[src/verilog/dstPkg.sv]
// Shared sizes, APB register offsets and trace state encoding
`default_nettype none

package dstPkg;

  // ************************************************************
  // Widths and depths
  // ************************************************************
  localparam int HW_WORD_WIDTH   = 16;
  localparam int NUM_HW_WORDS    = 16;
  localparam int LANE_SEL_WIDTH  = 4;
  // Two lanes side by side
  localparam int DEBUG_BUS_WIDTH = 2 * HW_WORD_WIDTH;
  localparam int TSTAMP_WIDTH    = 16;
  localparam int TRACE_DEPTH     = 16;
  localparam int PTR_WIDTH       = 4;

  // APB
  localparam int APB_ADDR_WIDTH  = 12;
  localparam int APB_DATA_WIDTH  = 32;

  // Entry i: data at base + 8*i, timestamp 4 bytes above
  localparam logic [APB_ADDR_WIDTH-1:0] BUF_WINDOW_BASE = 12'h100;

  // ************************************************************
  // Register map and states
  // ************************************************************
  typedef enum logic [APB_ADDR_WIDTH-1:0] {
    REG_CTRL   = 12'h000,
    REG_MUXSEL = 12'h004,
    REG_STATUS = 12'h008,
    REG_TSTAMP = 12'h00C
  } regAddr_e;

  typedef enum logic [1:0] {
    ST_IDLE    = 2'd0,
    ST_ARMED   = 2'd1,
    ST_TRACING = 2'd2,
    ST_FULL    = 2'd3
  } traceState_e;

endpackage

`default_nettype wire

[src/verilog/dbgMuxSel.sv]
// Debug bus lane select register with change detection
`timescale 1ns/1ps
`default_nettype none

module dbgMuxSel import dstPkg::*; (
  input  logic                                         i_clk,
  input  logic                                         i_rstN,
  input  logic [NUM_HW_WORDS-1:0][HW_WORD_WIDTH-1:0]   i_hw,
  input  logic [LANE_SEL_WIDTH-1:0]                    i_laneSel0,
  input  logic [LANE_SEL_WIDTH-1:0]                    i_laneSel1,
  output logic [DEBUG_BUS_WIDTH-1:0]                   o_debugBus,
  output logic                                         o_busChanged
);

  logic [DEBUG_BUS_WIDTH-1:0] selBus;
  logic [DEBUG_BUS_WIDTH-1:0] busQ;
  logic [DEBUG_BUS_WIDTH-1:0] prevBusQ;

  // Lane 1 in the upper half
  assign selBus = {i_hw[i_laneSel1], i_hw[i_laneSel0]};

  always_ff @(posedge i_clk or negedge i_rstN) begin
    if (!i_rstN) begin
      busQ     <= '0;
      prevBusQ <= '0;
    end else begin
      busQ     <= selBus;
      prevBusQ <= busQ;
    end
  end

  assign o_debugBus   = busQ;
  // High for one cycle after a new value was loaded
  assign o_busChanged = (busQ != prevBusQ);

endmodule

`default_nettype wire

[src/verilog/dstRegs.sv]
// APB slave with control, mux-select, status and trace buffer read window
`timescale 1ns/1ps
`default_nettype none

module dstRegs import dstPkg::*; (
  input  logic                      i_clk,
  input  logic                      i_rstN,
  input  logic [APB_ADDR_WIDTH-1:0] i_paddr,
  input  logic                      i_psel,
  input  logic                      i_penable,
  input  logic                      i_pwrite,
  input  logic [APB_DATA_WIDTH-1:0] i_pwdata,
  input  traceState_e               i_state,
  input  logic [PTR_WIDTH-1:0]      i_wrPtr,
  input  logic                      i_wrapped,
  input  logic [TSTAMP_WIDTH-1:0]   i_tstamp,
  input  logic [APB_DATA_WIDTH-1:0] i_bufData,
  output logic                      o_pready,
  output logic [APB_DATA_WIDTH-1:0] o_prdata,
  output logic                      o_pslverr,
  output logic                      o_enable,
  output logic                      o_wrapMode,
  output logic [LANE_SEL_WIDTH-1:0] o_laneSel0,
  output logic [LANE_SEL_WIDTH-1:0] o_laneSel1,
  output logic [PTR_WIDTH-1:0]      o_bufRdIdx,
  output logic                      o_bufRdHalf
);

  logic                      access;
  logic                      bufHit;
  logic [APB_ADDR_WIDTH-1:0] bufOffset;
  logic                      regHit;
  logic                      regWritable;
  logic [APB_DATA_WIDTH-1:0] rdData;

  // Zero wait state, response valid in the access cycle
  assign access   = i_psel & i_penable;
  assign o_pready = access;

  // ************************************************************
  // Buffer window decode
  // ************************************************************
  assign bufOffset   = i_paddr - BUF_WINDOW_BASE;
  assign bufHit      = (i_paddr >= BUF_WINDOW_BASE) &&
                       (i_paddr < (BUF_WINDOW_BASE + 12'(TRACE_DEPTH * 8)));
  assign o_bufRdIdx  = bufOffset[PTR_WIDTH+2:3];
  assign o_bufRdHalf = bufOffset[2];

  // Register decode and read mux
  always_comb begin
    regHit      = 1'b1;
    regWritable = 1'b0;
    rdData      = '0;
    case (i_paddr)
      REG_CTRL: begin
        regWritable = 1'b1;
        rdData      = {30'd0, o_wrapMode, o_enable};
      end
      REG_MUXSEL: begin
        regWritable = 1'b1;
        rdData      = {24'd0, o_laneSel1, o_laneSel0};
      end
      REG_STATUS: begin
        rdData = {20'd0, i_wrPtr, 5'd0, i_wrapped, i_state};
      end
      REG_TSTAMP: begin
        rdData = {{(APB_DATA_WIDTH-TSTAMP_WIDTH){1'b0}}, i_tstamp};
      end
      default: begin
        regHit = 1'b0;
        if (bufHit) begin
          rdData = i_bufData;
        end
      end
    endcase
  end

  always_comb begin
    o_prdata  = '0;
    o_pslverr = 1'b0;
    if (access) begin
      if (!i_pwrite) begin
        o_prdata = rdData;
      end
      // Unmapped, or a write to a read-only location
      if (!(regHit || bufHit) || (i_pwrite && !regWritable)) begin
        o_pslverr = 1'b1;
      end
    end
  end

  // ************************************************************
  // Writable registers, updated at the access edge
  // ************************************************************
  always_ff @(posedge i_clk or negedge i_rstN) begin
    if (!i_rstN) begin
      o_enable   <= 1'b0;
      o_wrapMode <= 1'b0;
      o_laneSel0 <= '0;
      o_laneSel1 <= '0;
    end else if (access && i_pwrite) begin
      if (i_paddr == REG_CTRL) begin
        o_enable   <= i_pwdata[0];
        o_wrapMode <= i_pwdata[1];
      end
      if (i_paddr == REG_MUXSEL) begin
        o_laneSel0 <= i_pwdata[3:0];
        o_laneSel1 <= i_pwdata[7:4];
      end
    end
  end

endmodule

`default_nettype wire

[src/verilog/dstTop.sv]
// Debug signal trace unit top level
`timescale 1ns/1ps
`default_nettype none

module dstTop import dstPkg::*; (
  input  logic                                       i_clk,
  input  logic                                       i_rstN,
  input  logic [NUM_HW_WORDS-1:0][HW_WORD_WIDTH-1:0] i_hw,
  input  logic                                       i_timeTick,
  input  logic                                       i_traceStart,
  input  logic                                       i_traceStop,
  input  logic                                       i_tracePulse,
  // APB
  input  logic [APB_ADDR_WIDTH-1:0]                  i_paddr,
  input  logic                                       i_psel,
  input  logic                                       i_penable,
  input  logic                                       i_pwrite,
  input  logic [APB_DATA_WIDTH-1:0]                  i_pwdata,
  output logic                                       o_pready,
  output logic [APB_DATA_WIDTH-1:0]                  o_prdata,
  output logic                                       o_pslverr
);

  logic                       enable;
  logic                       wrapMode;
  logic [LANE_SEL_WIDTH-1:0]  laneSel0;
  logic [LANE_SEL_WIDTH-1:0]  laneSel1;
  logic [DEBUG_BUS_WIDTH-1:0] debugBus;
  logic                       busChanged;
  traceState_e                state;
  logic                       capture;
  logic                       clear;
  logic [TSTAMP_WIDTH-1:0]    tstamp;
  logic [PTR_WIDTH-1:0]       wrPtr;
  logic                       wrapped;
  logic [APB_DATA_WIDTH-1:0]  bufData;
  logic [PTR_WIDTH-1:0]       bufRdIdx;
  logic                       bufRdHalf;

  dstRegs uRegs (
    .i_clk(i_clk), .i_rstN(i_rstN),
    .i_paddr(i_paddr), .i_psel(i_psel), .i_penable(i_penable),
    .i_pwrite(i_pwrite), .i_pwdata(i_pwdata),
    .i_state(state), .i_wrPtr(wrPtr), .i_wrapped(wrapped),
    .i_tstamp(tstamp), .i_bufData(bufData),
    .o_pready(o_pready), .o_prdata(o_prdata), .o_pslverr(o_pslverr),
    .o_enable(enable), .o_wrapMode(wrapMode),
    .o_laneSel0(laneSel0), .o_laneSel1(laneSel1),
    .o_bufRdIdx(bufRdIdx), .o_bufRdHalf(bufRdHalf)
  );

  dbgMuxSel uMuxSel (
    .i_clk(i_clk), .i_rstN(i_rstN), .i_hw(i_hw),
    .i_laneSel0(laneSel0), .i_laneSel1(laneSel1),
    .o_debugBus(debugBus), .o_busChanged(busChanged)
  );

  traceCtrl uCtrl (
    .i_clk(i_clk), .i_rstN(i_rstN), .i_enable(enable), .i_wrapMode(wrapMode),
    .i_traceStart(i_traceStart), .i_traceStop(i_traceStop),
    .i_tracePulse(i_tracePulse), .i_busChanged(busChanged), .i_wrapped(wrapped),
    .o_state(state), .o_capture(capture), .o_clear(clear)
  );

  timestampCounter uTstamp (
    .i_clk(i_clk), .i_rstN(i_rstN), .i_timeTick(i_timeTick),
    .i_clear(clear), .o_tstamp(tstamp)
  );

  traceBuffer uBuffer (
    .i_clk(i_clk), .i_rstN(i_rstN), .i_capture(capture), .i_clear(clear),
    .i_debugBus(debugBus), .i_tstamp(tstamp),
    .i_rdIdx(bufRdIdx), .i_rdHalf(bufRdHalf),
    .o_wrPtr(wrPtr), .o_wrapped(wrapped), .o_rdData(bufData)
  );

endmodule

`default_nettype wire

[src/verilog/timestampCounter.sv]
// Time tick counter for trace timestamps
`timescale 1ns/1ps
`default_nettype none

module timestampCounter import dstPkg::*; (
  input  logic                    i_clk,
  input  logic                    i_rstN,
  input  logic                    i_timeTick,
  input  logic                    i_clear,
  output logic [TSTAMP_WIDTH-1:0] o_tstamp
);

  logic [TSTAMP_WIDTH-1:0] count;

  // Rolls over, clear takes priority over a tick
  always_ff @(posedge i_clk or negedge i_rstN) begin
    if (!i_rstN) begin
      count <= '0;
    end else if (i_clear) begin
      count <= '0;
    end else if (i_timeTick) begin
      count <= count + 1'b1;
    end
  end

  assign o_tstamp = count;

endmodule

`default_nettype wire

[src/verilog/traceBuffer.sv]
// Trace entry storage with write pointer, wrap flag and read port
`timescale 1ns/1ps
`default_nettype none

module traceBuffer import dstPkg::*; (
  input  logic                       i_clk,
  input  logic                       i_rstN,
  input  logic                       i_capture,
  input  logic                       i_clear,
  input  logic [DEBUG_BUS_WIDTH-1:0] i_debugBus,
  input  logic [TSTAMP_WIDTH-1:0]    i_tstamp,
  input  logic [PTR_WIDTH-1:0]       i_rdIdx,
  input  logic                       i_rdHalf,
  output logic [PTR_WIDTH-1:0]       o_wrPtr,
  output logic                       o_wrapped,
  output logic [APB_DATA_WIDTH-1:0]  o_rdData
);

  logic [DEBUG_BUS_WIDTH-1:0] dataMem [TRACE_DEPTH];
  logic [TSTAMP_WIDTH-1:0]    tsMem   [TRACE_DEPTH];
  logic [PTR_WIDTH-1:0]       wrPtr;
  logic                       wrapped;
  logic                       doWrite;

  // A clear in the same cycle wins over a capture
  assign doWrite = i_capture && !i_clear;

  // ************************************************************
  // Pointer and wrap flag
  // ************************************************************
  always_ff @(posedge i_clk or negedge i_rstN) begin
    if (!i_rstN) begin
      wrPtr   <= '0;
      wrapped <= 1'b0;
    end else if (i_clear) begin
      wrPtr   <= '0;
      wrapped <= 1'b0;
    end else if (doWrite) begin
      wrPtr <= wrPtr + 1'b1;
      // Last slot written, sticky until the next clear
      if (wrPtr == PTR_WIDTH'(TRACE_DEPTH - 1)) begin
        wrapped <= 1'b1;
      end
    end
  end

  // Entry storage
  always_ff @(posedge i_clk) begin
    if (doWrite) begin
      dataMem[wrPtr] <= i_debugBus;
      tsMem[wrPtr]   <= i_tstamp;
    end
  end

  assign o_wrPtr   = wrPtr;
  assign o_wrapped = wrapped;

  // Upper half of an entry holds the timestamp
  always_comb begin
    if (i_rdHalf) begin
      o_rdData = {{(APB_DATA_WIDTH-TSTAMP_WIDTH){1'b0}}, tsMem[i_rdIdx]};
    end else begin
      o_rdData = dataMem[i_rdIdx];
    end
  end

endmodule

`default_nettype wire

[src/verilog/traceCtrl.sv]
// Trace state machine with capture and clear strobes
`timescale 1ns/1ps
`default_nettype none

module traceCtrl import dstPkg::*; (
  input  logic        i_clk,
  input  logic        i_rstN,
  input  logic        i_enable,
  input  logic        i_wrapMode,
  input  logic        i_traceStart,
  input  logic        i_traceStop,
  input  logic        i_tracePulse,
  input  logic        i_busChanged,
  input  logic        i_wrapped,
  output traceState_e o_state,
  output logic        o_capture,
  output logic        o_clear
);

  traceState_e state;
  traceState_e nextState;
  logic        firstTraceQ;
  logic        bufOpen;

  // ************************************************************
  // State machine
  // ************************************************************
  always_comb begin
    nextState = state;
    if (!i_enable) begin
      nextState = ST_IDLE;
    end else begin
      case (state)
        ST_IDLE:    nextState = ST_ARMED;
        ST_ARMED:   if (i_traceStart) nextState = ST_TRACING;
        ST_TRACING: begin
          if (i_traceStop) begin
            nextState = ST_ARMED;
          end else if (!i_wrapMode && i_wrapped) begin
            nextState = ST_FULL;
          end
        end
        ST_FULL:    if (i_traceStop) nextState = ST_ARMED;
        default:    nextState = ST_IDLE;
      endcase
    end
  end

  always_ff @(posedge i_clk or negedge i_rstN) begin
    if (!i_rstN) begin
      state       <= ST_IDLE;
      firstTraceQ <= 1'b0;
    end else begin
      state       <= nextState;
      firstTraceQ <= o_clear;
    end
  end

  assign o_state = state;

  // Start seen while armed restarts pointer and timestamp
  assign o_clear = i_enable && (state == ST_ARMED) && i_traceStart;

  // Full buffer takes no more entries unless wrapping
  assign bufOpen = i_wrapMode || !i_wrapped;

  assign o_capture = bufOpen &&
                     (((state == ST_TRACING) && (firstTraceQ || i_busChanged)) ||
                      (i_tracePulse && ((state == ST_ARMED) || (state == ST_TRACING))));

endmodule

`default_nettype wire
[config.mk]
export PLATFORM = sky130hd
export DESIGN_NAME = dstTop
export DESIGN_NICKNAME = d
export VERILOG_FILES = /design/src/verilog/dstPkg.sv /design/src/verilog/dbgMuxSel.sv /design/src/verilog/dstRegs.sv /design/src/verilog/dstTop.sv /design/src/verilog/timestampCounter.sv /design/src/verilog/traceBuffer.sv /design/src/verilog/traceCtrl.sv
export SDC_FILE = /design/constraint.sdc
export NUM_CORES = 1
export LEC_CHECK = 0
export BUFFER_PORTS_ARGS = -buffer_cell sky130_fd_sc_hd__buf_2
export CAP_MARGIN = 20
export CORE_ASPECT_RATIO = 0.5
export CORE_MARGIN = 4
export CORE_UTILIZATION = 34
export DETAILED_ROUTE_END_ITERATION = 16
export SYNTH_ARGS = -nofsm -noshare
export SYNTH_HDL_FRONTEND = slang
export SYNTH_SLANG_ARGS = --single-unit
[constraint.sdc]
create_clock -name i_clk -period 8 [get_ports i_clk]
set_input_delay 2 -clock i_clk [delete_from_list [all_inputs] [get_ports i_clk]]
set_output_delay 2 -clock i_clk [all_outputs]
set_load 0.01 [all_outputs]
======== After elaboration in Yosys (flattened, before gate mapping) ========
Memory sizes are Yosys's and may differ from the RTL's.
Index checks and enable logic that the tools add are counted.
storage, ports and cells
  bits in registers ....................... 98
  RAM bits ................................ 768
  input port bits ......................... 309
  word-level logic and storage cells ...... 92
  memories kept ........................... 2
operators by class
  $add $sub $neg .......................... 3
  $lt $le $gt $ge ......................... 4
  equality and inequality tests ........... 11
  mux-type cells .......................... 28
  bitwise gates (word level) .............. 1
  reductions and logical operators ........ 32
memories
  name             words  width  read ports  clocked after memory_dff  wr ports  RTL line           text
  uBuffer.dataMem  16     32     1           0                         1         traceBuffer.sv:19  logic [DEBUG_BUS_WIDTH-1:0] dataMem [TRACE_DEPTH];
  uBuffer.tsMem    16     16     1           0                         1         traceBuffer.sv:20  logic [TSTAMP_WIDTH-1:0] tsMem [TRACE_DEPTH];
operators with widths
  operator                 count
  $bmux W16 S4             2
  $mux W32                 4
  $pmux W32 S4             1
  $mux W16                 4
  $ne A32 B32 Y1           1
  $eq A12 B4 Y1 const B    2
  $add A16 B1 Y16 const B  1
  $eq A12 B3 Y1 const B    1
  $ge A12 B9 Y1 const B    1
  $logic_not A12 Y1        1
  $lt A12 B9 Y1 const B    1
  $logic_and A1 B1 Y1      10
  $lt A4 B5 Y1 const B     2
  $mux W2                  5
  $mux W1                  9
  $mux W4                  2
  $pmux W2 S4              1
  $sub A7 B1 Y7 const B    1
  $logic_or A1 B1 Y1       6
  $ne A3 B3 Y1 const B     2
  $reduce_and A2 Y1        3
  $reduce_bool A2 Y1       3
  $logic_not A1 Y1         5
  $add A4 B1 Y4 const B    1
  other kinds (9)          10

======== Longest topological paths before layout ========
Gate-level depths: netlist of the first run.
  depth in word-level cells ............... 8
  gate-level depth with buffers ........... 11

======== Hierarchy ========
From an unflattened synthesis of the first run, not the netlist that was laid out.
unflattened totals
  cell total of the unflattened synthesis .. 2149
  area total of the unflattened synthesis .. 38184.1 µm²
by module, submodules not included
  module            instances  cells an instance  area an instance (µm²)  seq. area each (µm²)
  traceBuffer       1          1523               30050.1                 23187.2
  dbgMuxSel         1          381                5886.9                  1601.5
  dstRegs           1          137                1107.3                  250.2
  timestampCounter  1          82                 872.1                   400.4
  traceCtrl         1          26                 267.8                   75.1

======== Worst setup path before layout of the first run ========
No wires, ideal clock.
  path type ............................... input -> register
  start ................................... input i_traceStart
  end ..................................... memory uBuffer.dataMem[14][0] (netlist name) (enable)
  arrival ................................. 7.671 ns
  required time ........................... 7.410 ns
  slack ................................... -0.261 ns
  cell stages on the path ................. 5
  buffers on the path ..................... 2
  cells stage by stage .................... nand3_1 inv_1 clkbuf_1 clkbuf_1 nor4b_1
on the way
  word-level cells in the longest chain between the ends .. 5
ends and longest elaborated chain
  item                           RTL line           text
  start, declared                dstTop.sv:10       input logic i_traceStart,
  $logic_and A1 B1 Y1            traceCtrl.sv:62    assign o_clear = i_enable && (state == ST_ARMED) && i_traceStart;
  $logic_not A1 Y1               traceBuffer.sv:26  assign doWrite = i_capture && !i_clear;
  $logic_and A1 B1 Y1            traceBuffer.sv:26
  $mux W1                        traceBuffer.sv:49  if (doWrite) begin
  $mux W1 (implied by the code)  traceBuffer.sv:50  dataMem[wrPtr] <= i_debugBus;
  end, declared                  traceBuffer.sv:19
No other way between the ends.

======== Final worst setup path of the first run ========
  start ................................... input i_paddr[4]
  end ..................................... output o_prdata[0]
on the way
  word-level cells in the longest chain between the ends .. 7
  elaborated cells on any way between the ends .. 15
  those cells by class .................... 1 x add/sub; 2 x order compare; 3 x eq/ne; 5 x mux; 2 x reduce/logical; 2 x memory
ends and longest elaborated chain
  item                                                       RTL line           text
  start, declared                                            dstTop.sv:14       input logic [APB_ADDR_WIDTH-1:0] i_paddr,
  $sub A7 B1 Y7                                              dstRegs.sv:43      assign bufOffset = i_paddr - BUF_WINDOW_BASE;
  $mem_v2 Z16 W32 / $mem_v2 Z16 W16 (equally long branches)  n/a
  $mux W32                                                   traceBuffer.sv:60  if (i_rdHalf) begin
  $mux W32                                                   dstRegs.sv:71      if (bufHit) begin
  $pmux W32 S4 (*)                                           dstRegs.sv:54      case (i_paddr)
  $mux W32 (*)                                               dstRegs.sv:82      if (!i_pwrite) begin
  $mux W32 (*)                                               dstRegs.sv:81      if (access) begin
  end, declared                                              dstTop.sv:20       output logic [APB_DATA_WIDTH-1:0] o_prdata,
Every way passes the cells marked *; elsewhere a longest branch is shown, timed or not.

==> flow_summary.ini, run 1 <==
[global_routing]
track_usage = 0.1764
antenna_found_initial = 11
grt_pass1_vias = 20950
grt.overflow.total = 0
use_met2 = 0.2735
grt_pass1_wl_um = 149600
use_met3 = 0.03316
grt_max_degree = 67
busiest_layer = met2
grtUsageMet1 = 0.2534

[placed_design]
gp_routability_congestion = 0.8150
place_ws_ns = 1.323
dp.final_hpwl_um = 65180
port_buffers = 318
dpl-instance-area_sq_um = 40910

[run]
max-cap-violations = 0

[hold_path]
hold_path_class = reg -> reg
hp-start = uTstamp.o_tstamp[6]$_DFFE_PN0P_
worstHoldPathCells = 0

[routing]
drtIter0Drc = 2286
wl_um = 103900
dr.pass1.iters = 7
dr_total_vias = 20290
vias_per_cell = 5.559
drc = 0
wl_per_cell_um = 28.46
ant_nets = 0

[setup_path]
r2r-start = uMuxSel.o_debugBus[25]$_DFF_PN0_
worst_r2r_path_depth = 7
worst_ep_required_time_ns = 6.00
critical_path_class = in -> out
cp_max_fo = 63
startpoint = i_paddr[4]
cp.arrival_ns = 4.70
crit_path_end_kind = output pin
startpoint_type = input pin

[yosys]
synth_top_cell_area_share = 0.6151
ys_warn_count = 0
netlist_area_sq_um = 37490
synth_nets = 2101
synth_cells = 1784
synth_edf_count = 768
synthArstFlopShare = 0.1132
synth_cell_types = 56
yosys_most_used_dff = edfxtp_1
ys_seq_elements = 866
seq_area_frac_synth = 0.6805
ys_top_cells_by_area = edfxtp_1, mux4_2, dfrtp_1, mux2i_1, mux4_1
synth_area_per_cell_sq_um = 21.02
yosysTopAreaCell = edfxtp_1

[sta]
max_freq_mhz = 149.3
slew_violations = 0
hold_violations = 0
finalSetupViolCount = 0
fin_crit_sh = 0.8373
slew_headroom = 0.2242
fin_tns_setup_ns = 0
final.setup.worst_slack_ns = 1.302
tightest_slew_ns = 1.164
rsz0062_at_grt = no
period_minus_slack_ns = 6.698
fin_worst_skew_ns = 0.04143

[floorplanning]
core_region_area_sq_um = 108500
die_h_um = 242.8
num_rows = 85
pin_count = 343
dieArea_sq_um = 116000
initial_core_util = 0.3456
fp.dieW_um = 477.6

[clock_network]
cts_buffer_depth = 3
clk_latency_ns = 0.66
postCtsSetupBuffers = 0
numCtsBuffers = 86
cts.clk_slew.worst_paths_ns = 0.06
cts_tree = yes
h-tree-depth = 3
ctsResizeCount = 0
clock_sinks = 866
ctsHoldBuffers = 0
ctsRootBufferMaster = clkbuf_16

[finish]
layout_common_cells = edfxtp_1, mux4_2, buf_2
nets = 2456
drive_gt1_frac = 0.4197
post-route-util = 0.4047
post-route-cell-area_sq_um = 43900
syn2layout_area_growth_pct = 17.09
final_common_cell = edfxtp_1
fillers = 9622

[power]
peakVddDrop_uv = 139.8
leakagePower_nw = 14.69
power.density_nw_per_um2 = 225.3

[outcome]
status = completed
==> synthesized netlist by cell type, drive strengths merged (2+ instances only) <==
cell	instances
ha	8
a31oi	3
a211oi	11
buf	76
nand4	13
mux2	28
o21ai	23
nand2	29
edfxtp	768
o2111ai	2
mux4	364
a22oi	9
and3	20
or3	5
a221oi	3
a311oi	4
nor2	32
o211ai	3
a21oi	36
o22ai	3
dfrtp	98
o31ai	5
nand2b	9
xor2	13
mux2i	44
xnor2	30
nor4b	7
nand3	18
a2bb2oi	2
clkbuf	43
nor3	8
and4	2
o21a	4
nor4	10
a221o	3
nor2b	9
inv	16
a2111oi	4
nand3b	9
==> worst max-delay path, cell delays in order <==
cell and delay (ns):
clkbuf_8 0.49, buf_12 0.32, mux4_2 0.54, nor2b_1 0.15
a211oi_1 0.39, a21oi_1 0.08, o211ai_1 0.18, a21oi_1 0.18
buf_2 0.19
==> layout make-up <==
type | count | area [sq um] | share of cell area
multi-input combinational | 783 | 11340 | 0.2584
inverter | 16 | 60.06 | 0.001368
antenna | 4 | 10.01 | 0.0002280
clock inverter | 52 | 661.9 | 0.01508
sequential | 866 | 25530 | 0.5816
tap | 1435 | 1795 | 0.04090
timing repair buffer | 386 | 2182 | 0.04970
clock buffer | 108 | 2317 | 0.05278
==> worst paths after layout <==
kind / to / slack [ns]
max in group asynchronous: uRegs.o_laneSel0[0]$_DFFE_PN0P_ / 5.29
max: o_prdata[0] / 1.30
min in group asynchronous: uMuxSel.o_debugBus[7]$_DFF_PN0_ / 1.38
min reg2reg: uBuffer.tsMem[13][6]$_DFFE_PP_ / 0.54
min: uBuffer.tsMem[13][6]$_DFFE_PP_ / 0.54
max reg2reg: uBuffer.dataMem[1][2]$_DFFE_PP_ / 3.46
==> layer usage <==
layer	share of wire	vias up	wire length, um
met1	0.43	10980	44920
met5	0.00026	-	27
li1	-	8341	-
met3	0.073	170	7608
met4	0.027	4	2829
met2	0.47	795	48510
==> kinds of logic after synthesis <==
family	count (synthesis)	synth area share
xor+xnor	43	0.01004
compound gates	120	0.02076
mux	436	0.2400
simple gates	176	0.02620
flops	866	0.6805
buf+inv	135	0.01982
fa+ha+maj	8	0.002670
==> registers in the layout (all words and copies together) (netlist names), 4 cells and up <==
| register | cells |
|---|---|
| uRegs.o_laneSel0 | 4 |
| uRegs.o_laneSel1 | 4 |
| uMuxSel.prevBusQ | 32 |
| uBuffer.dataMem | 512 |
| uMuxSel.o_debugBus | 32 |
| uBuffer.o_wrPtr | 4 |
| uTstamp.o_tstamp | 16 |
| uBuffer.tsMem | 256 |
==> metrics by stage <==
stage	hold slack (ns)	cells	power [mW]
after global routing	0.5408	3649	10.23
after global placement	0.5128	3486	5.761
after CTS	0.5339	3646	9.976
final	0.5366	3650	9.893
after detailed placement	0.5208	3486	5.780
after floorplan	0.4720	1784	5.505
==> report_power, final <==
part           switching (mW)  internal [mW]
sequential              0.135           5.02
combinational           0.264          0.262
clock                    1.72           2.49
total                    2.12           7.77
Note: power is estimated with default switching activity, not from simulation.
==> run 2, diff against run 1 <==
- ABC_AREA: default -> 1
- clock period: 8 -> 6.85 ns (I/O delays scaled with it)
==> run 2 against run 1 <==
  * Sequential power up 18%
  * Register-to-register slack worse by 0.73 ns
  * Worst hold slack worse by 0.056 ns
  * Global-route usage up 2.5 points
  * Cell count up 53%
  * Non-clock buffer count down 3
  * Largest cell class unchanged
  * Highest routed layer unchanged
==> flow_summary.ini, run 2 <==
[outcome]
status = completed

[finish]
drive_gt1_frac = 0.1403
reg_top3 = uBuffer.dataMem (512), uBuffer.tsMem (256)
post-route-cell-area_sq_um = 45140
seqCellArea_sq_um = 25520
top_register = uBuffer.dataMem
fin_cells = 5567
post-route-util = 0.3976
final_common_cell = edfxtp_1
syn2layout_area_growth_pct = 15.14
nets = 4293
layout_common_cells = edfxtp_1, nand2_1, o21ai_0
fillers = 10800
multi_input_area_sq_um = 11870
largest_reg_flops = 512

[yosys]
synth_cell_types = 46
yosys_most_used_dff = edfxtp_1
synthArstFlopShare = 0.1132
seq_area_frac_synth = 0.6508
synth_common_cells = edfxtp_1, nand2_1, o21ai_0, nor2_1, a21oi_1
netlist_area_sq_um = 39200
synth_area_per_cell_sq_um = 10.41
synth.most_common_cell = edfxtp_1
ys_warn_count = 0
synth_top_cell_area_share = 0.5883
ys_top_cells_by_area = edfxtp_1, o21ai_0, dfrtp_1, nand2_1, nor2_1
yosysTopAreaCell = edfxtp_1
synth_nets = 4084
synth_cells = 3767
ys_seq_elements = 866
synth_edf_count = 768

[power]
switching_power_mw = 2.641
pwr-share-clk = 0.410
power.density_nw_per_um2 = 252.9
switching_share = 0.2313
peakVddDrop_uv = 184.4
power_mw = 11.42
leakagePower_nw = 16.48
pwr-share-comb = 0.056
p_seq_frac = 0.534
intPower_mw = 8.775

[global_routing]
grt_max_degree = 192
use_met3 = 0.02772
grtUsageMet1 = 0.2852
grt.overflow.total = 0
grt_pass1_wl_um = 184900
antenna_found_initial = 21
busiest_layer = met2
grt_pass1_vias = 28530
use_met2 = 0.3218
track_usage = 0.2013

[clock_network]
cts_tree = yes
numCtsBuffers = 85
ctsResizeCount = 0
cts_buffer_depth = 3
clock_sinks = 866
postCtsSetupBuffers = 0
ctsRootBufferMaster = clkbuf_16
h-tree-depth = 3
cts.clk_slew.worst_paths_ns = 0.06
clk_latency_ns = 0.66
ctsHoldBuffers = 0

[placed_design]
dp.final_hpwl_um = 75700
gp_routability_congestion = 0.8977
placed_cells = 5402
place_ws_ns = 1.001
dpl-instance-area_sq_um = 42330
port_buffers = 318

[routing]
vias_per_cell = 5.485
dr_total_vias = 30530
drtIter0Drc = 3413
ant_nets = 0
drc = 0
wl_um = 126200
wl_per_cell_um = 22.68
dr.pass1.iters = 5

[floorplanning]
num_rows = 87
dieArea_sq_um = 121100
core_region_area_sq_um = 113500
initial_core_util = 0.3453
fp.dieW_um = 488.2
die_h_um = 248.1
pin_count = 343

[sta]
slew_headroom = 0.2431
final.setup.worst_slack_ns = 1.023
hold_violations = 0
period_minus_slack_ns = 5.827
hold_ws_ns = 0.4801
fin_crit_sh = 0.8507
slew_violations = 0
rsz0062_at_grt = no
max_freq_mhz = 171.6
fin_tns_setup_ns = 0
tightest_slew_ns = 1.133
fin_worst_skew_ns = 0.03602
finalSetupViolCount = 0

[setup_path]
cpLargestDelayFamily = simple AND/OR/NAND/NOR gates
worst_ep_required_time_ns = 5.14
cp.arrival_ns = 4.11
startpoint_type = input pin
critical-path-max-stage-delay_ns = 0.48
crit_top_cell = inv_1
cp_max_fo = 13
reg2reg_to = uBuffer.tsMem[14][0]$_DFFE_PP_
reg2reg_slack_ns = 2.73
crit_chain = buf_2 > inv_1 > nand3_2 > nor2_1 > inv_1 > nor3_1 > nand2_1 > nand3_1 > nand2_1 > inv_1 > buf_2
worst_path_max_delay_cell = inv_1
worst_r2r_path_depth = 11
critical_path_class = in -> out
crit_path_end_kind = output pin
r2r-start = uMuxSel.o_debugBus[17]$_DFF_PN0_
path_buf_inv = 5
crit_cells = 11

[hold_path]
hold_path_class = reg -> reg
worstHoldPathCells = 2
hold_end = uRegs.o_wrapMode$_DFFE_PN0P_
hp-start = uRegs.o_wrapMode$_DFFE_PN0P_

[run]
max-cap-violations = 0
## run 2: cell count changes in the layout (fill, tap and decap cells not counted), moves of 26 or more
| cell | delta |
|---|---|
| a21oi_1 | +290 |
| inv_1 | +164 |
| mux2i_1 | -44 |
| mux4_2 | -352 |
| nand2_1 | +575 |
| nand3_1 | +168 |
| nor2_1 | +398 |
| nor3_1 | +32 |
| o211ai_1 | +26 |
| o21ai_0 | +526 |
| o221ai_1 | +74 |
| o22ai_1 | +50 |
## run 2: tightest hold or removal path, delay by kind of cell, from the launching register on
family / cells / cell delay (ns)
and+or+nand+nor: 1 / 0.05
DFF: 1 / 0.34
AOI/OAI and AO/OA: 1 / 0.06
## run 2: worst max path at each step
stage | start | end | slack (ns)
6_report | i_paddr[7] | o_prdata[8] | 1.02
4_1_cts | i_paddr[7] | o_prdata[13] | 0.99
2_1_floorplan | i_traceStart | uBuffer.dataMem[0][0]$_DFFE_PP_ | 1.97
3_5_place_dp | i_paddr[7] | o_prdata[13] | 1.00
3_3_place_gp | i_psel | o_prdata[16] | 1.00
5_1_grt | i_paddr[9] | o_prdata[6] | 0.86
## run 2: logic make-up after synthesis
kind of cell,Yosys count,synth area share
muxes,6,0.001723
AOI/OAI and AO/OA,1100,0.1543
buffers and inverters,458,0.04940
adders and majority gates,8,0.002553
DFF,866,0.6508
and+or+nand+nor,1314,0.1378
xor gates and xnor gates,15,0.003351
## run 2: cell type report
| class | count | share of cell area |
|---|---|---|
| Timing Repair Buffer | 383 | 0.05092 |
| Antenna cell | 14 | 0.0007761 |
| Sequential cell | 866 | 0.5655 |
| Multi-Input combinational cell | 2443 | 0.2629 |
| Inverter | 197 | 0.01660 |
| Clock inverter | 40 | 0.009175 |
| Tap cell | 1513 | 0.04194 |
| Clock buffer | 111 | 0.05225 |
## run 2: per-layer routing
layer | wire length, um | share of wire | vias to the layer above
met3 | 9929 | 0.079 | 264
li1 | - | - | 13880
met5 | 51 | 0.00040 | -
met2 | 58080 | 0.46 | 1471
met4 | 3803 | 0.030 | 10
met1 | 54380 | 0.43 | 14910
## run 2: power groups by stage
stage          sequential [mW]  clock [mW]  combinational, mW
2_1_floorplan             6.10           0              0.382
3_3_place_gp              6.19           0              0.620
3_5_place_dp              6.21           0              0.632
4_1_cts                   6.09        4.75              0.635
5_1_grt                   6.12        4.97              0.712
6_report                  6.10        4.68              0.637
